==> src/include/regfile_defs.svh <==
// register file sizing
`ifndef REGFILE_DEFS_SVH
`define REGFILE_DEFS_SVH

// width of one register word
`define REGFILE_DATA_WIDTH 32

// tile select sits in the low address bits
`define REGFILE_TILE_BITS 2
`define REGFILE_TILE_COUNT 4

// rows per bank, upper address bits
`define REGFILE_ROW_BITS 4

// tile, bank and row fields together
`define REGFILE_ADDR_WIDTH 7

// rows times banks, one zero write per cycle in every tile
`define REGFILE_SWEEP_STEPS 32

`endif
==> src/rtl/regfile_data_pkg.sv <==
// register data types
package regfile_data_pkg;

  // one stored register word
  typedef logic [31:0] reg_data_t;

  // word handed out on a read port, register or constant
  typedef logic [31:0] operand_t;

  // value written by the post-reset sweep
  localparam reg_data_t REG_ZERO = '0;

endpackage

==> src/rtl/operand_select.sv <==
// operand merge and constant override
`timescale 1ns/1ps
`include "regfile_defs.svh"

module operand_select (
  input  regfile_data_pkg::reg_data_t   tile_read0_data  [`REGFILE_TILE_COUNT],
  input  regfile_data_pkg::reg_data_t   tile_read1_data  [`REGFILE_TILE_COUNT],
  input  regfile_data_pkg::reg_data_t   tile_retire_data [`REGFILE_TILE_COUNT],
  input  logic [`REGFILE_TILE_COUNT-1:0] tile_retire_hit,
  input  logic                          read0_const_en_held,
  input  logic                          read1_const_en_held,
  input  regfile_data_pkg::operand_t    read0_const_held,
  input  regfile_data_pkg::operand_t    read1_const_held,
  output regfile_data_pkg::operand_t    read0_data,
  output regfile_data_pkg::operand_t    read1_data,
  output regfile_data_pkg::operand_t    retire_data
);

  import regfile_data_pkg::*;

  reg_data_t merged0;
  reg_data_t merged1;
  reg_data_t retire_merged;

  // at most one tile has its hit set per port
  always_comb
  begin
    merged0       = '0;
    merged1       = '0;
    retire_merged = '0;
    for (int t = 0; t < `REGFILE_TILE_COUNT; t++)
    begin
      merged0 = merged0 | tile_read0_data[t];
      merged1 = merged1 | tile_read1_data[t];
      // retire words come ungated from the tiles
      retire_merged = retire_merged |
                      (tile_retire_data[t] & {`REGFILE_DATA_WIDTH{tile_retire_hit[t]}});
    end
  end

  assign read0_data  = read0_const_en_held ? read0_const_held : operand_t'(merged0);
  assign read1_data  = read1_const_en_held ? read1_const_held : operand_t'(merged1);
  assign retire_data = operand_t'(retire_merged);

endmodule

==> config.mk <==
export PLATFORM = sky130hd
export DESIGN_NAME = operand_select
export DESIGN_NICKNAME = d
export VERILOG_FILES = /design/src/rtl/regfile_data_pkg.sv /design/src/rtl/operand_select.sv
export VERILOG_INCLUDE_DIRS = /design/src /design/src/include
export SDC_FILE = /design/constraint.sdc
export NUM_CORES = 1
export LEC_CHECK = 0
export BUFFER_PORTS_ARGS = -buffer_cell sky130_fd_sc_hd__buf_2
export CORE_AREA = 2 2 214 216
export DETAILED_ROUTE_END_ITERATION = 16
export DIE_AREA = 0 0 216 218
export GPL_ROUTABILITY_DRIVEN = 0
export PLACE_DENSITY = 0.32
export SYNTH_ARGS = -nofsm -noshare
export SYNTH_HDL_FRONTEND = slang
export SYNTH_SLANG_ARGS = --single-unit
==> constraint.sdc <==
create_clock -name vclk -period 0.8
set_clock_uncertainty 0.1 [all_clocks]
set_input_delay 0.16 -clock vclk [all_inputs]
set_output_delay 0.16 -clock vclk [all_outputs]
set_load 0.02 [all_outputs]
==> out/qor.csv <==
metric;value;unit
status;complete, but fails checks;
violated checks;setup timing;
vias in the first global route;5732;
1st-iter DRT viols;115;
floorplan row count;78;
PD cells;586.3;nW/um2
Remaining DRCs;0;
layout cells sized above 1;95.39;%
WP data required;0.54;ns
top sig layer;met5;
Hold WS;0.5113;ns
Avg WL per Cell;18.24;um
DP Area;7330;um2
first-pass GRT wire length;37630;um
final net count;1346;
count of different cell masters after synthesis;9;
post-synthesis sequential area ratio;0;%
Initial Util;3.988;%
DR pass1 iterations;4;
DPL Wire Length;22250;um
crit path kind;in2out;
maximum clock frequency;873.6;MHz
WL final;27290;um
Sequential Area;0;um2
fin crit share;143.1;%
chip width;216;um
Lkg Pwr;4.026;nW
WL met3;2479;um
Post-Syn Area;1790;um2
GRT Total Usage;10.83;%
CP max FO;1;
via count;5114;
largest net degree at the start of global routing;14;
fin area;9625;um2
final worst slack;-0.3447;ns
Avg Cell Area, Syn;5.702;um2
Crit. End Element;output pin;
relative slew slack;74.57;%
aggregate global routing overflow;0;
Syn Nets;768;
chip height;218;um
share of the synthesized area in the top cell type;26.42;%
RSZ-0062 raised after global routing;yes;
Multi-input gate area;3740;um2
Vias/cell;3.418;
CORE AREA;44890;um2
Synth Instances;314;
max cap viols;0;
minimum clock period;1.145;ns
I/O pin count;550;
DRT antenna net count;0;
YS warnings;0;
top cells by area, synth;a22oi_1 (26%), nor4_1 (22%), nand2_1 (20%);
Buffers on Ports;550;
Peak VDD IR;0.2476;mV
M1 WL;7990;um
Area Growth Syn to Fin;437.6;%
initial antenna violation count;12;
Final Util;21.44;%
Final setup viols;96;
Least-Margin Pin Slew;0.3787;ns
final non-filler cell total;1496;
num sequential;0;
CP Data Arrival Time;0.88;ns
Final Max Tran Viols;0;
clock buf count;0;
Hold Vio Cnt, Final;0;
top cells by count, synth;nand2_1 (96), nor4_1 (64), a22oi_1 (63), o21ai_1 (60), buf_6 (13);
Hold Crit Class;in2out;
met2 routed WL;16030;um
FILL cells;4949;
Yosys top cell by area;a22oi_1;
CP Launch Type;input pin;
die area;47090;um2
# placed instances;1466;
hold_buf cts;0;
most common cell in the synthesized netlist;nand2_1;
through the flow:
stage / setup WS, ns / TNS (ns) / power (mW)
global route: -0.4153 / -28.19 / 5.956
CTS: -0.4190 / -27.59 / 5.687
finish: -0.3447 / -25.47 / 5.644
global placement: -0.4821 / -35.22 / 4.120
detailed placement: -0.4947 / -35.44 / 4.125
floorplan: -0.08783 / -5.781 / 1.984
logic make-up (layout without fill, tap and decap cells):
logic type / count (synthesis) / count (layout) / synth area share [%]
AOI/OAI and AO/OA: 128 / 128 / 45.00
and+or+nand+nor: 160 / 160 / 42.49
buffers and inverters: 26 / 602 / 12.51
other: 0 / 6 / 0
layout make-up:
type | count | share of cell area [%]
Antenna cell | 6 | 0.1560
Multi-Input combinational cell | 288 | 38.85
Tap cell | 600 | 7.799
Timing Repair Buffer | 602 | 53.19
where the power goes:
group	total (mW)	internal [mW]	switching [mW]
combinational	5.64	3.08	2.57
clock	0.00000101	0.00000101	0
sequential	0	0	0
total	5.64	3.08	2.57
repair_timing:
action / in CTS / in global routing
buffers inserted: 5 / 0
setup endpoints to repair: 96 / 96
pin swaps: 133 / 55
resized for setup: 395 / 35
gates cloned: 23 / 0
cell usage in the layout, fill, tap and decap left out, types with 4 or more instances in the layout:
| master | netlist | final |
|---|---|---|
| nor4_4 | 0 | 61 |
| a22oi_2 | 1 | 64 |
| buf_2 | 8 | 358 |
| buf_16 | 0 | 27 |
| o21ai_2 | 0 | 6 |
| buf_4 | 5 | 4 |
| buf_6 | 13 | 190 |
| nand2_2 | 0 | 33 |
| nand2_4 | 0 | 22 |
| o21ai_4 | 0 | 58 |
| diode_2 | 0 | 6 |
| nand2_1 | 96 | 41 |
| buf_12 | 0 | 14 |
| buf_8 | 0 | 9 |
per-layer routing:
| layer | GRT usage (%) | vias up |
|---|---|---|
| li1 | - | 2405 |
| met1 | 9.765 | 2319 |
| met2 | 22.98 | 356 |
| met3 | 2.720 | 32 |
| met4 | 3.516 | 2 |
| met5 | 0 | - |
worst paths after layout:
kind | cells after the start | startpoint | to
hold / removal | 4 | tile_retire_data[11] | retire_data[11]
setup / recovery | 4 | tile_read1_data[99] | read1_data[3]
worst max-delay path: stages:
cell and delay, ns:
buf_6 0.10, nor4_4 0.41, o21ai_4 0.08, buf_6 0.14
Power figures use the tool's default switching activity.
