<file path="src/include/regfile_defs.svh">
// register file sizing
`ifndef REGFILE_DEFS_SVH
`define REGFILE_DEFS_SVH

// width of one register word
`define REGFILE_DATA_WIDTH 32

// tile select sits in the low address bits
`define REGFILE_TILE_BITS 2
`define REGFILE_TILE_COUNT 4

// rows per bank, upper address bits
`define REGFILE_ROW_BITS 4

// tile, bank and row fields together
`define REGFILE_ADDR_WIDTH 7

// rows times banks, one zero write per cycle in every tile
`define REGFILE_SWEEP_STEPS 32

`endif
</file>
<file path="src/rtl/regfile_addr_pkg.sv">
// register address fields
package regfile_addr_pkg;

  // {row[3:0], bank, tile[1:0]}
  typedef logic [6:0] reg_addr_t;
  typedef logic [1:0] tile_idx_t;
  typedef logic [3:0] row_idx_t;

  // row in the upper bits, bank in bit 0
  typedef logic [4:0] sweep_idx_t;

  function automatic tile_idx_t addr_tile(reg_addr_t addr);
    return addr[1:0];
  endfunction

  function automatic logic addr_bank(reg_addr_t addr);
    return addr[2];
  endfunction

  function automatic row_idx_t addr_row(reg_addr_t addr);
    return addr[6:3];
  endfunction

endpackage

</file>
<file path="src/rtl/init_sweep.sv">
// post-reset zero sweep
`timescale 1ns/1ps
`include "regfile_defs.svh"

module init_sweep (
  input  logic                        clk,
  input  logic                        rst,
  output logic                        init_busy,
  output regfile_addr_pkg::row_idx_t  sweep_row,
  output logic                        sweep_bank
);

  import regfile_addr_pkg::*;

  localparam sweep_idx_t LAST_STEP = sweep_idx_t'(`REGFILE_SWEEP_STEPS - 1);

  sweep_idx_t step;

  // one row and bank per cycle, all tiles in parallel
  always_ff @(posedge clk)
  begin
    if (rst)
    begin
      init_busy <= 1'b1;
      step      <= '0;
    end
    else if (init_busy)
    begin
      step <= step + 1'b1;
      if (step == LAST_STEP)
        init_busy <= 1'b0;
    end
  end

  assign sweep_row  = step[4:1];
  assign sweep_bank = step[0];

endmodule

</file>
<file path="config.mk">
export PLATFORM = sky130hd
export DESIGN_NAME = init_sweep
export DESIGN_NICKNAME = d
export VERILOG_FILES = /design/src/rtl/regfile_addr_pkg.sv /design/src/rtl/init_sweep.sv
export VERILOG_INCLUDE_DIRS = /design/src /design/src/include
export SDC_FILE = /design/constraint.sdc
export NUM_CORES = 1
export LEC_CHECK = 0
export BUFFER_PORTS_ARGS = -buffer_cell sky130_fd_sc_hd__buf_2
export CAP_MARGIN = 10
export CORE_AREA = 2 2 39 41
export CTS_CLUSTER_SIZE = 12
export DETAILED_ROUTE_END_ITERATION = 10
export DIE_AREA = 0 0 41 43
export PLACE_DENSITY = 0.4
export SETUP_SLACK_MARGIN = 0.5
export SLEW_MARGIN = 10
export SYNTH_ARGS = -nofsm -noshare
export SYNTH_HDL_FRONTEND = slang
export SYNTH_SLANG_ARGS = --single-unit
</file>
<file path="constraint.sdc">
create_clock -name clk -period 1.15 [get_ports clk]
set_input_delay 0.115 -clock clk [delete_from_list [all_inputs] [get_ports clk]]
set_output_delay 0.115 -clock clk [all_outputs]
set_load 0.1 [all_outputs]
</file>
==> results_dict.tcl, run 1 <==
set metrics [dict create \
    final_nets 50 \
    drv_cap 0 \
    synthesis.nets 29 \
    yosysWarnings 0 \
    grt.overflow.total 0 \
    coreArea_um2 1380 \
    worstPathArrival_ns 1.25 \
    finalCriticalPeriod_ns 1.12 \
    io_buffers 7 \
    holdCritPathClass "input pin to flip-flop" \
    clkPwrFrac 0.312 \
    clk_pin_slew_ns 0.04 \
    cts_hold_buf 0 \
    postPlaceCellArea_um2 483 \
    antenna_left 0 \
    n_antenna_cell 0 \
    root_buffer "clkbuf_4" \
    netlist.top_cell.by_area "dfxtp_1" \
    insertion_delay_ns 0.24 \
    drc 0 \
    layout.cells.most_common_list "7 x buf_6, 6 x dfxtp_4, 6 x buf_12" \
    hold_viol 0 \
    synth_seq_cells 6 \
    syn_inst 25 \
    placementRows 14 \
    crit_fanout 2 \
    worst_slew_pin_slew_ns 0.116 \
    start_util 0.205 \
    wirelength_um 585 \
    power_per_cell_area_nw_per_um2 992 \
    hpwlAfterDp_um 427 \
    multi_input_area_um2 186 \
    drive_gt1_frac 0.773 \
    dieArea_um2 1760 \
    synth_top_area_frac 0.423 \
    switching_share 0.305 \
    ir_worst_vdd_uv 581 \
    leakagePower_nw 0.260 \
    seq_area_frac_synth 0.423 \
    hp-start "rst" \
    final_common_cell "buf_6" \
    gp_congestion 0.645 \
    p_sw_mw 0.182 \
    grt_pass1_vias 287 \
    critical_path_class "flip-flop to flip-flop" \
    fill_cells 129 \
    critical_path_required_ns 1.28 \
    synth_cell_types 15 \
    fin_setup_tns_ns 0 \
    setup_violations 0 \
    area_growth_pct 112 \
    seqCellArea_um2 143 \
    cp-start-kind "flip-flop" \
    syn_area_um2 284 \
    syn_avg_cell_area_um2 11.4 \
    fp.dieW_um 41 \
    rsz0062_at_grt "yes" \
    worst_slew_margin_rel 0.921 \
    wl_per_cell_um 9.75 \
    reg2reg_from "step[0]$_SDFFE_PP0P_" \
    cts_num_sinks 6 \
    htreeDepth 1 \
    power.internal_mw 0.415 \
    synth.area.top_cells "dfxtp_1 42%, ha_1 8.8%, nand4_4 7.5%" \
    vias 253 \
    combPwrFrac 0.321 \
    dp_slack_ns -0.0780 \
    drv_slew 0 \
    via_per_inst 4.22 \
    cts_tree "built" \
    antenna_found_initial 0 \
    grt_pass1_wl_um 1210 \
    drt_iter0_drc 0 \
    end_kind "flip-flop" \
    fp.dieH_um 43 \
    final_area_um2 602 \
    fin_total_pwr_mw 0.597 \
    status "completed" \
    grt_max_degree 8 \
    globalRouteTotalUtil 0.103 \
    layout_setup_ws_ns 0.0276 \
    cts_max_path_buffers 2 \
    numCtsBuffers 3 \
    pwr-share-seq 0.367 \
    fin_crit_sh 0.976 \
    ios 8 \
    fin_skew_ns 0.00407 \
    fmax_mhz 891 \
    cp-startpoint "step[0]$_SDFFE_PP0P_" \
    drtPass1Iterations 1 \
]
power groups by stage:
stage               registers, mW  clock network (mW)  logic (mW)
CTS                         0.219               0.197       0.193
detailed placement          0.222                   0       0.163
global route                0.221               0.207       0.203
floorplan                   0.296                   0      0.0206
global placement            0.222                   0       0.160
finish                      0.219               0.186       0.192
cells in the mapped netlist:
cell	n
and3_1	1
mux2i_1	2
nor2b_1	1
xnor2_1	1
mux2_4	1
a21bo_1	1
nand3b_1	1
ha_1	2
dfxtp_1	6
nand4_4	1
nor2_1	4
a21o_2	1
a21oi_1	1
buf_6	1
inv_1	1
cells by family after synthesis:
family	after synthesis	share of synthesized area
AOI/OAI and AO/OA	3	0.0837
adders and majority gates	2	0.0881
xor gates and xnor gates	1	0.0308
and+or+nand+nor	8	0.198
muxes	3	0.123
DFF	6	0.423
buffers and inverters	2	0.0528
worst paths after layout:
check	endpoint	slack, ns	cells after the start
worst min register to register	step[4]$_SDFFE_PP0P_	0.54	2
worst min-delay path	step[0]$_SDFFE_PP0P_	0.12	2
worst max-delay path	step[4]$_SDFFE_PP0P_	0.03	5
worst max register to register	step[4]$_SDFFE_PP0P_	0.03	5
per-layer routing:
| metal | wire [um] | GRT usage |
|---|---|---|
| met5 | 0 | 0 |
| met4 | 0 | 0.0800 |
| met3 | 23 | 0.0157 |
| met2 | 318 | 0.144 |
| met1 | 243 | 0.133 |
final cells by class:
type,count,area share
multi-input cells,17,0.310
well taps,16,0.0333
repair buffers,17,0.376
inverters,1,0.00624
clock buffers,3,0.0374
flip-flops and latches,6,0.237
critical path: stages (launching register included):
cell and delay [ns]:
dfxtp_4 0.34, ha_4 0.15, and3_4 0.15, ha_4 0.20
mux2i_1 0.12, nor2_1 0.05
registers in the layout (all words and copies together) (netlist names):
signal	count
init_busy	1
step	5
per-stage QoR:
step	util	cells	hold slack [ns]
2_1_floorplan	-	25	0.174
3_3_place_gp	0.349	51	0.367
4_1_cts	0.435	60	0.114
6_report	0.435	60	0.124
3_5_place_dp	0.349	51	0.381
5_1_grt	0.435	60	0.146
timing repair:
item                                    4_1_cts  5_1_grt
gates resized for setup                      11        0
endpoints found under the setup margin       12       12
gates cloned                                  0        0
pin swaps                                     6        3
buffers inserted                              6        0
No activity file was read; power rests on OpenSTA's default activity.
==> run 2: changes to the inputs <==
--- a/config.mk
+++ b/config.mk
@@ -12,7 +12,7 @@
 export CTS_CLUSTER_SIZE = 12
 export DETAILED_ROUTE_END_ITERATION = 10
 export DIE_AREA = 0 0 41 43
-export PLACE_DENSITY = 0.4
+export PLACE_DENSITY = 0.38
 export SETUP_SLACK_MARGIN = 0.5
 export SLEW_MARGIN = 10
 export SYNTH_ARGS = -nofsm -noshare
==> constraint.sdc (replaced) <==
create_clock -name clk -period 1.3 [get_ports clk]
set_input_delay 0.13 -clock clk [delete_from_list [all_inputs] [get_ports clk]]
set_output_delay 0.13 -clock clk [all_outputs]
set_load 0.1 [all_outputs]
==> run 2 against run 1 <==
Against the previous run:
- worst hold slack worse by 0.0030 ns
- global-route usage is 1.2 points lower
- total power decreased by 8.9%
- non-clock buffer count down 1
- critical path depth stayed put
- wire length down 3.1%
- first-iteration DRC count grew 3
- maximum frequency down 0.23%
- flip-flop and latch count did not move
- combinational power shrank 18%
- clock skew up 0.00052 ns
- sequential share of layout area grew 0.76 points
- largest cell class unchanged
==> results_dict.tcl, run 2 (same netlist as run 1, synthesis figures left out) <==
set metrics [dict create \
    vias 244 \
    dieArea_um2 1760 \
    rsz0062_at_grt "yes" \
    fp.dieH_um 43 \
    grt_pass1_wl_um 1030 \
    power_per_cell_area_nw_per_um2 933 \
    worst_slew_pin_slew_ns 0.119 \
    drtPass1Iterations 2 \
    worstPathArrival_ns 1.26 \
    hold_ws_ns 0.121 \
    leakagePower_nw 0.251 \
    grt_pass1_vias 246 \
    top_regs "step x5, init_busy x1" \
    setup_violations 0 \
    n_antenna_cell 0 \
    worst_slew_margin_rel 0.918 \
    rrSetupSlack_ns 0.18 \
    grt.overflow.total 0 \
    cts_hold_buf 0 \
    finalCriticalPeriod_ns 1.12 \
    final_area_um2 583 \
    fmax_mhz 889 \
    hold_viol 0 \
    cts_num_sinks 6 \
    root_buffer "clkbuf_4" \
    end_kind "flip-flop" \
    regToRegEndpoint "step[4]$_SDFFE_PP0P_" \
    antenna_left 0 \
    grt_max_degree 8 \
    fin_skew_ns 0.00460 \
    io_buffers 7 \
    final_nets 49 \
    drv_slew 0 \
    htreeDepth 1 \
    fp.dieW_um 41 \
    gp_congestion 0.554 \
    cp-start-kind "flip-flop" \
    crit_end "step[4]$_SDFFE_PP0P_" \
    placementRows 14 \
    globalRouteTotalUtil 0.0905 \
    holdCritPathClass "input pin to flip-flop" \
    critical_path_class "flip-flop to flip-flop" \
    drv_cap 0 \
    rr_worst_depth 5 \
    via_per_inst 4.07 \
    area_growth_pct 105 \
    largest_reg_flops 5 \
    critical_path_required_ns 1.44 \
    ios 8 \
    drt_iter0_drc 3 \
    crit_fanout 2 \
    postPlaceCellArea_um2 360 \
    clk_pin_slew_ns 0.05 \
    drc 0 \
    cp-startpoint "step[1]$_SDFFE_PP0P_" \
    hpwlAfterDp_um 350 \
    reg2reg_from "step[1]$_SDFFE_PP0P_" \
    ir_worst_vdd_uv 606 \
    insertion_delay_ns 0.25 \
    numCtsBuffers 3 \
    regMostFlops "step" \
    cts_max_path_buffers 2 \
    wl_per_cell_um 9.45 \
    wirelength_um 567 \
    status "completed" \
    drive_gt1_frac 0.750 \
    start_util 0.205 \
    fin_crit_sh 0.865 \
    antenna_found_initial 0 \
    coreArea_um2 1380 \
    fin_setup_tns_ns 0 \
    layout.cells.most_common_list "6 x dfxtp_4, 6 x buf_12, 6 x buf_4" \
    cts_tree "built" \
    fill_cells 132 \
]
==> run 2: what timing repair did <==
action,CTS,global route
pin swaps,6,6
endpoints found under the setup margin,11,12
setup buffers,8,1
gates resized for setup,28,4
==> run 2: where the power goes <==
group | internal [mW] | switching (mW)
sequential | 0.186 | 0.00932
combinational | 0.0690 | 0.0881
clock | 0.117 | 0.0745
==> run 2: stage by stage <==
stage | util | power (mW) | instances | setup slack (ns)
after global placement | 0.260 | 0.297 | 47 | 0.0558
after global routing | 0.421 | 0.573 | 60 | 0.112
after detailed placement | 0.260 | 0.298 | 47 | 0.0415
after floorplan | - | 0.282 | 25 | -0.0793
after CTS | 0.401 | 0.541 | 59 | 0.145
final | 0.421 | 0.544 | 60 | 0.175
==> run 2: worst max-delay path, cell delays in order, from the launching register on <==
cell	delay, ns
dfxtp_4	0.34
ha_4	0.15
and3_4	0.15
ha_4	0.20
mux2i_1	0.12
nor2_1	0.05
==> run 2: per-layer routing <==
layer | GRT usage | wire, um
met5 | 0 | 0
met4 | 0.0600 | 20
met3 | 0.0314 | 33
met2 | 0.116 | 254
met1 | 0.123 | 259
==> run 2: final cells by class <==
type	instances	area, um^2	share of cell area
well taps	16	20.0	0.0343
clock buffers	4	26.3	0.0451
inverters	1	3.75	0.00644
flip-flops and latches	6	143	0.245
repair buffers	16	204	0.350
multi-input cells	17	186	0.320
==> run 2: worst min path at each step <==
stage	startpoint	to	slack (ns)	cells after the start
6_report	rst	step[0]$_SDFFE_PP0P_	0.12	2
5_1_grt	rst	step[2]$_SDFFE_PP0P_	0.13	2
4_1_cts	rst	step[2]$_SDFFE_PP0P_	0.12	2
3_5_place_dp	rst	step[0]$_SDFFE_PP0P_	0.39	2
3_3_place_gp	rst	step[2]$_SDFFE_PP0P_	0.39	2
2_1_floorplan	rst	step[2]$_SDFFE_PP0P_	0.19	1
