$ cat config.mk
export PLATFORM = sky130hd
export DESIGN_NAME = const_operand_latch
export DESIGN_NICKNAME = d
export VERILOG_FILES = /design/src/rtl/regfile_data_pkg.sv /design/src/rtl/const_operand_latch.sv
export VERILOG_INCLUDE_DIRS = /design/src /design/src/include
export SDC_FILE = /design/constraint.sdc
export NUM_CORES = 1
export LEC_CHECK = 0
export BUFFER_PORTS_ARGS = -buffer_cell sky130_fd_sc_hd__buf_2
export CAP_MARGIN = 0
export CORE_UTILIZATION = 36
export DETAILED_ROUTE_END_ITERATION = 6
export PLACE_DENSITY = 0.84
export SYNTH_ARGS = -nofsm -noshare
export SYNTH_HDL_FRONTEND = slang
export SYNTH_SLANG_ARGS = --single-unit
$ cat constraint.sdc
create_clock -name clk -period 0.8 [get_ports clk]
set_input_delay 0.04 -clock clk [delete_from_list [all_inputs] [get_ports clk]]
set_output_delay 0.04 -clock clk [all_outputs]
set_load 0.05 [all_outputs]
$ cat src/include/regfile_defs.svh
// register file sizing
`ifndef REGFILE_DEFS_SVH
`define REGFILE_DEFS_SVH

// width of one register word
`define REGFILE_DATA_WIDTH 32

// tile select sits in the low address bits
`define REGFILE_TILE_BITS 2
`define REGFILE_TILE_COUNT 4

// rows per bank, upper address bits
`define REGFILE_ROW_BITS 4

// tile, bank and row fields together
`define REGFILE_ADDR_WIDTH 7

// rows times banks, one zero write per cycle in every tile
`define REGFILE_SWEEP_STEPS 32

`endif
$ cat src/rtl/regfile_data_pkg.sv
// register data types
package regfile_data_pkg;

  // one stored register word
  typedef logic [31:0] reg_data_t;

  // word handed out on a read port, register or constant
  typedef logic [31:0] operand_t;

  // value written by the post-reset sweep
  localparam reg_data_t REG_ZERO = '0;

endpackage

$ cat src/rtl/const_operand_latch.sv
// constant operand latch
`timescale 1ns/1ps
`include "regfile_defs.svh"

module const_operand_latch (
  input  logic                        clk,
  input  logic                        rst,
  input  logic                        read_en,
  input  logic                        read0_const_en,
  input  logic                        read1_const_en,
  input  regfile_data_pkg::operand_t  read0_const,
  input  regfile_data_pkg::operand_t  read1_const,
  output logic                        read0_const_en_held,
  output logic                        read1_const_en_held,
  output regfile_data_pkg::operand_t  read0_const_held,
  output regfile_data_pkg::operand_t  read1_const_held
);

  import regfile_data_pkg::*;

  // index is the read port
  logic [1:0] en_q;
  operand_t   value_q [2];

  always_ff @(posedge clk)
  begin
    if (rst)
      en_q <= '0;
    else if (read_en)
      en_q <= {read1_const_en, read0_const_en};
  end

  always_ff @(posedge clk)
  begin
    if (read_en)
    begin
      value_q[0] <= read0_const;
      value_q[1] <= read1_const;
    end
  end

  assign read0_const_en_held = en_q[0];
  assign read1_const_en_held = en_q[1];
  assign read0_const_held    = value_q[0];
  assign read1_const_held    = value_q[1];

endmodule

==> qor.json, run 1 <==
{
  "area_grow_syn2layout_pct": 104,
  "routedWlPerCell_microns": 16.3,
  "cpLargestDelayFamily": "flip-flops",
  "min-delay-path-class": "input port to flip-flop",
  "synth_top_family_by_area": "multiplexers",
  "detail_route.first_pass.iterations": 4,
  "worst_ir_drop_vdd_v": 0.00129,
  "synth-compound-area-share_pct": 0,
  "arrival_time_of_data_at_the_critical_path_endpoint_ns": 0.91,
  "synth.cell_area_sq_mm": 0.00199,
  "clk-insertion-delay-late_ns": 0.32,
  "worstSetupEndpointType": "primary output",
  "rsz_0062_raised_after_global_routing": "yes",
  "totalPowerFinal_w": 0.00883,
  "drt.antenna.violating_nets": 0,
  "dp_cells": 276,
  "fin_ws_ns": -0.150,
  "yosys.area_share.adder_pct": 0,
  "n_fill_cell": 292,
  "worst_path_largest_cell_delay_ns": 0.41,
  "synthMuxAreaShare_pct": 1.01,
  "drive_gt1_share_pct": 51.6,
  "setup_total_negative_slack_ns": -7.43,
  "route.final.wire_length_mm": 5.86,
  "initial_core_util_pct": 38.2,
  "hold_violations": 0,
  "synth.largest_area_cell": "edfxtp_1",
  "diodes": 0,
  "final.min_clock_period_ns": 0.950,
  "reg2reg_to": "en_q[1]$_SDFFE_PP0P_",
  "synthSimpleGateAreaFrac_pct": 0.377,
  "globalplace.congestion": 0.672,
  "post-synth-top-area-fraction_pct": 96.6,
  "cts-htree-levels": 3,
  "synth_top_cells_by_area": "edfxtp_1, dfxtp_1, mux2i_1",
  "timing_worst_slew_pin_value_ns": 0.235,
  "finalSetupViolCount": 67,
  "failed_checks": "setup timing",
  "min_delay_path_depth": 2,
  "grt_first_pass_wirelength_mm": 8.57,
  "synth-xor-area-share_pct": 0,
  "grt_antenna_before_repair": 0,
  "r2r-start": "en_q[1]$_SDFFE_PP0P_",
  "finClkSkew_ns": 0,
  "critPathSlowestCell": "edfxtp_1",
  "timing.hold.worst_endpoint": "value_q[0][50]$_DFFE_PP_",
  "ff2ff_setup_slack_ns": 0.05,
  "ctsRootBufferMaster": "clkbuf_8",
  "groute.usage.overall_pct": 20.9,
  "critPathRequiredTime_ns": 0.76,
  "path_clk_slew_ns": 0.07,
  "worstRegToRegCells": 2,
  "rows": 26,
  "slew_limit_fails": 0,
  "global_route_congestion_overflow_total": 0,
  "die_w_microns": 76.3,
  "syn-instance-count": 70,
  "synthesis.area_per_instance_sq_um": 28.4,
  "status": "finished with violations",
  "crit_type": "flip-flop to primary output",
  "mappedNetlistNets": 139,
  "die-area_sq_mm": 0.00583,
  "holdCritStartpoint": "read_en",
  "port-buffer-count": 134,
  "routed_via_density": 4.26,
  "tritoncts.num_buffers": 9,
  "clock_tree.buffer_depth": 2,
  "drv.max_cap_violation_count": 0,
  "tritoncts_clock_tree": "done",
  "core_region_area_sq_mm": 0.00520,
  "grt_start_max_net_pins": 34,
  "p_per_area_mw_per_mm2": 2170,
  "timing.slew.headroom_pct": 83.9,
  "die_y_microns": 76.3,
  "final_cells": 359,
  "worstPathBufferInverterCount": 1,
  "drtIter0Drc": 50,
  "startpoint_type": "flip-flop",
  "critical_path_peak_fanout": 1,
  "total_via_count_after_detailed_routing": 1528,
  "post-route-util_pct": 78.0,
  "synthDistinctLibCells": 4,
  "cp_cell_sequence": "buf_6",
  "fmax_mhz": 1050,
  "pin_count": 135,
  "power.static_leakage_nw": 1.72,
  "post-route-drc-count": 0,
  "yosys_register_bits": 66,
  "first_global_vias": 1721,
  "synthesis.yosys.warnings": 0,
  "timing.final.crit_share_pct": 119,
  "cts_sinks": 66,
  "post_synthesis_sequential_area_ratio_pct": 98.6,
  "layout.nets": 353
}
[logic make-up (layout without fill, tap and decap cells)]
kind of cell | count (synthesis) | count (layout)
flops | 66 | 66
simple gates | 2 | 2
buf+inv | 0 | 219
mux | 2 | 2
[cell usage after synthesis]
library cell  number
mux2i_1            2
dfxtp_1            2
edfxtp_1          64
nor2_1             2
[power by group]
group          switching [W]  internal, W  total [W]
clock                0.00112      0.00142    0.00254
combinational        0.00121     0.000841    0.00205
sequential          0.000135      0.00410    0.00424
total                0.00247      0.00636    0.00883
[per-stage QoR]
stage               setup WS [ns]  area (sq um)  hold WS (ns)
floorplan                  0.0843          1990         0.105
global placement           0.0530          2790         0.208
detailed placement         0.0266          2790         0.216
CTS                        -0.171          4050         0.191
global route               -0.189          4060         0.194
finish                     -0.150          4060         0.211
[cell usage in the layout (no fill, tap or decap), types with 3 or more instances in the layout]
| master | n |
|---|---|
| edfxtp_1 | 64 |
| clkbuf_1 | 3 |
| buf_2 | 68 |
| clkbuf_8 | 9 |
| dlygate4sd3_1 | 67 |
| buf_6 | 64 |
[sequential cells by signal, indices dropped and copies added, names as in the netlist]
signal   count
en_q         2
value_q     64
[worst max path at each step]
stage / start / endpoint / slack (ns) / cells past startpoint
2_1_floorplan: en_q[0]$_SDFFE_PP0P_ / en_q[0]$_SDFFE_PP0P_ / 0.08 / 2
3_3_place_gp: read_en / en_q[0]$_SDFFE_PP0P_ / 0.05 / 4
3_5_place_dp: read_en / en_q[1]$_SDFFE_PP0P_ / 0.03 / 4
4_1_cts: value_q[0][46]$_DFFE_PP_ / read1_const_held[14] / -0.17 / 1
5_1_grt: value_q[0][17]$_DFFE_PP_ / read0_const_held[17] / -0.19 / 1
6_report: value_q[0][17]$_DFFE_PP_ / read0_const_held[17] / -0.15 / 1
[layer usage]
| metal | global-route usage [%] | up-vias | wire [microns] |
|---|---|---|---|
| met5 | 0 | - | 0 |
| met4 | 9.42 | 0 | 63 |
| met3 | 6.35 | 6 | 384 |
| met2 | 42.2 | 84 | 3470 |
| met1 | 18.2 | 728 | 1940 |
| li1 | - | 710 | - |
[timing repair]
item | CTS | global route
endpoints found under the setup margin | 66 | 66
endpoints found under the hold margin | 66 | 0
buffers inserted | 0 | 0
hold buffers | 67 | 0
gates resized for setup | 132 | 2
[final cells by class]
| type | count | area [sq um] | share of cell area, % |
|---|---|---|---|
| Tap cell | 70 | 87.6 | 2.16 |
| Clock buffer | 12 | 135 | 3.33 |
| Clock inverter | 4 | 42.5 | 1.05 |
| Multi-Input combinational cell | 4 | 27.5 | 0.678 |
| Timing Repair Buffer | 203 | 1800 | 44.4 |
| Sequential cell | 66 | 1960 | 48.4 |
Note: power is estimated with default switching activity, not from simulation.
==> inputs of run 2 (changes only) <==
--- a/config.mk
+++ b/config.mk
@@ -6,11 +6,11 @@
 export SDC_FILE = /design/constraint.sdc
 export NUM_CORES = 1
 export LEC_CHECK = 0
-export BUFFER_PORTS_ARGS = -buffer_cell sky130_fd_sc_hd__buf_2
 export CAP_MARGIN = 0
 export CORE_UTILIZATION = 36
 export DETAILED_ROUTE_END_ITERATION = 6
-export PLACE_DENSITY = 0.84
+export DONT_BUFFER_PORTS = 1
+export PLACE_DENSITY = 0.62
 export SYNTH_ARGS = -nofsm -noshare
 export SYNTH_HDL_FRONTEND = slang
 export SYNTH_SLANG_ARGS = --single-unit
==> run 2 against run 1 <==
  * The flow finishes with violations (hold timing, setup timing)
  * Critical path depth stayed put
  * Total power up 1.3%
  * Clock power rose by 4%
  * Routed wire length decreased by 8.8%
  * Worst setup slack worse by 0.037 ns
  * Flip-flop and latch count unchanged
  * Via count fell by 17%
  * Highest routed layer unchanged
==> qor.json, run 2 (synthesis gave the netlist of run 1 again) <==
{
  "layout.nets": 284,
  "first_global_vias": 1528,
  "cp_cell_sequence": "buf_12",
  "drtIter0Drc": 48,
  "tritoncts.num_buffers": 9,
  "initial_core_util_pct": 38.2,
  "port-buffer-count": 0,
  "rows": 26,
  "p_per_area_mw_per_mm2": 2270,
  "critical_path_peak_fanout": 1,
  "largest_reg_flops": 64,
  "critPathSlowestCell": "edfxtp_1",
  "die_y_microns": 76.3,
  "path_clk_slew_ns": 0.07,
  "finClkSkew_ns": 0,
  "final_cell_mix": "dlygate4sd3_1, edfxtp_1, buf_6",
  "worst_path_largest_cell_delay_ns": 0.44,
  "pre_cts_ws_ns": 0.143,
  "post-route-util_pct": 75.8,
  "largest_registers": "value_q x64, en_q x2",
  "worst_ir_drop_vdd_v": 0.00215,
  "timing.slew.headroom_pct": 87.6,
  "drive_gt1_share_pct": 38.6,
  "tritoncts_clock_tree": "done",
  "cts-htree-levels": 3,
  "die-area_sq_mm": 0.00583,
  "area_grow_syn2layout_pct": 98.2,
  "drt.antenna.violating_nets": 0,
  "pin_count": 135,
  "total_via_count_after_detailed_routing": 1270,
  "grt_antenna_before_repair": 0,
  "dp_cells": 206,
  "timing_worst_slew_pin_value_ns": 0.181,
  "fin_ws_ns": -0.187,
  "startpoint_type": "flip-flop",
  "final.min_clock_period_ns": 0.987,
  "final.hold.worst_slack_ns": -0.188,
  "route.final.wire_length_mm": 5.34,
  "arrival_time_of_data_at_the_critical_path_endpoint_ns": 0.95,
  "finalSetupViolCount": 67,
  "post-route-drc-count": 0,
  "cpLargestDelayFamily": "flip-flops",
  "routed_via_density": 4.38,
  "worstSetupEndpointType": "primary output",
  "routedWlPerCell_microns": 18.4,
  "fraction_of_met2_tracks_used_by_global_routing_pct": 37.8,
  "power.static_leakage_nw": 1.52,
  "timing.final.crit_share_pct": 123,
  "slew_limit_fails": 0,
  "diodes": 0,
  "registers.top_by_ff_count": "value_q",
  "grt_most_used_layer": "met2",
  "groute.usage.overall_pct": 19.6,
  "cts_sinks": 66,
  "rsz_0062_raised_after_global_routing": "yes",
  "number_of_buffers_added_to_fix_hold_violations_after_cts": 67,
  "totalPowerFinal_w": 0.00894,
  "crit_type": "flip-flop to primary output",
  "drv.max_cap_violation_count": 0,
  "global_route_congestion_overflow_total": 0,
  "core_region_area_sq_mm": 0.00520,
  "fmax_mhz": 1010,
  "status": "finished with violations",
  "ctsRootBufferMaster": "clkbuf_8",
  "die_w_microns": 76.3,
  "worstPathBufferInverterCount": 1,
  "min-delay-path-class": "input port to flip-flop",
  "final_cells": 290,
  "clock_tree.buffer_depth": 2,
  "use_met1_pct": 16.7,
  "globalplace.congestion": 0.630,
  "critPathRequiredTime_ns": 0.76,
  "failed_checks": "hold timing, setup timing",
  "detail_route.first_pass.iterations": 4,
  "grt_first_pass_wirelength_mm": 7.97,
  "setup_total_negative_slack_ns": -9.22,
  "globalRouteMet3Util_pct": 9.94,
  "grt_start_max_net_pins": 67,
  "mostFrequentLayoutCell": "dlygate4sd3_1",
  "clk-insertion-delay-late_ns": 0.32,
  "hold_violations": 66
}
run 2: changes by cell type in the layout (fill, tap and decap cells not counted), sizes merged:
cell | before | now
buf | 136 | 67
clkbuf | 12 | 11
clkinv | 3 | 2
clkinvlp | 0 | 2
run 2: what timing repair did:
| item | in CTS | in global routing |
|---|---|---|
| pin swaps | 0 | 1 |
| gates resized for setup | 41 | 6 |
| buffers inserted | 1 | 0 |
| endpoints found under the hold margin | 130 | 65 |
| endpoints found under the setup margin | 66 | 67 |
run 2: cell type report:
| cell class | instances | area (sq um) |
|---|---|---|
| Clock buffer | 11 | 131 |
| Clock inverter | 5 | 55.1 |
| Fill cell | 294 | 1260 |
| Multi-Input combinational cell | 4 | 42.5 |
| Sequential cell | 66 | 1970 |
| Tap cell | 70 | 87.6 |
| Timing Repair Buffer | 134 | 1660 |
run 2: report_power, final:
| part | internal, W | leakage [nW] | switching, W |
|---|---|---|---|
| registers | 0.00410 | 0.644 | 0.000176 |
| clock network | 0.00143 | 0.0893 | 0.00121 |
| logic | 0.000909 | 0.789 | 0.00111 |
run 2: metrics by stage:
step	hold WS, ns	area, sq um
2_1_floorplan	0.105	1990
3_3_place_gp	0.106	2900
6_report	-0.188	3940
4_1_cts	-0.199	3920
3_5_place_dp	0.113	2900
5_1_grt	-0.209	3940
run 2: worst paths after layout:
kind,slack (ns),endpoint,startpoint,cells after the start
worst min-delay path,-0.19,value_q[0][11]$_DFFE_PP_,read_en,0
worst max-delay path,-0.19,read1_const_held[7],value_q[0][39]$_DFFE_PP_,1
worst max register to register,-0.02,en_q[0]$_SDFFE_PP0P_,en_q[0]$_SDFFE_PP0P_,3
worst min register to register,0.61,en_q[1]$_SDFFE_PP0P_,en_q[1]$_SDFFE_PP0P_,2
run 2: per-layer routing:
| metal | share of wire, % | routed length [microns] | up-vias |
|---|---|---|---|
| met4 | 1.6 | 83 | 0 |
| met1 | 31 | 1670 | 608 |
| met2 | 58 | 3090 | 84 |
| met5 | 0 | 0 | - |
| met3 | 9.4 | 500 | 7 |
| li1 | - | - | 571 |
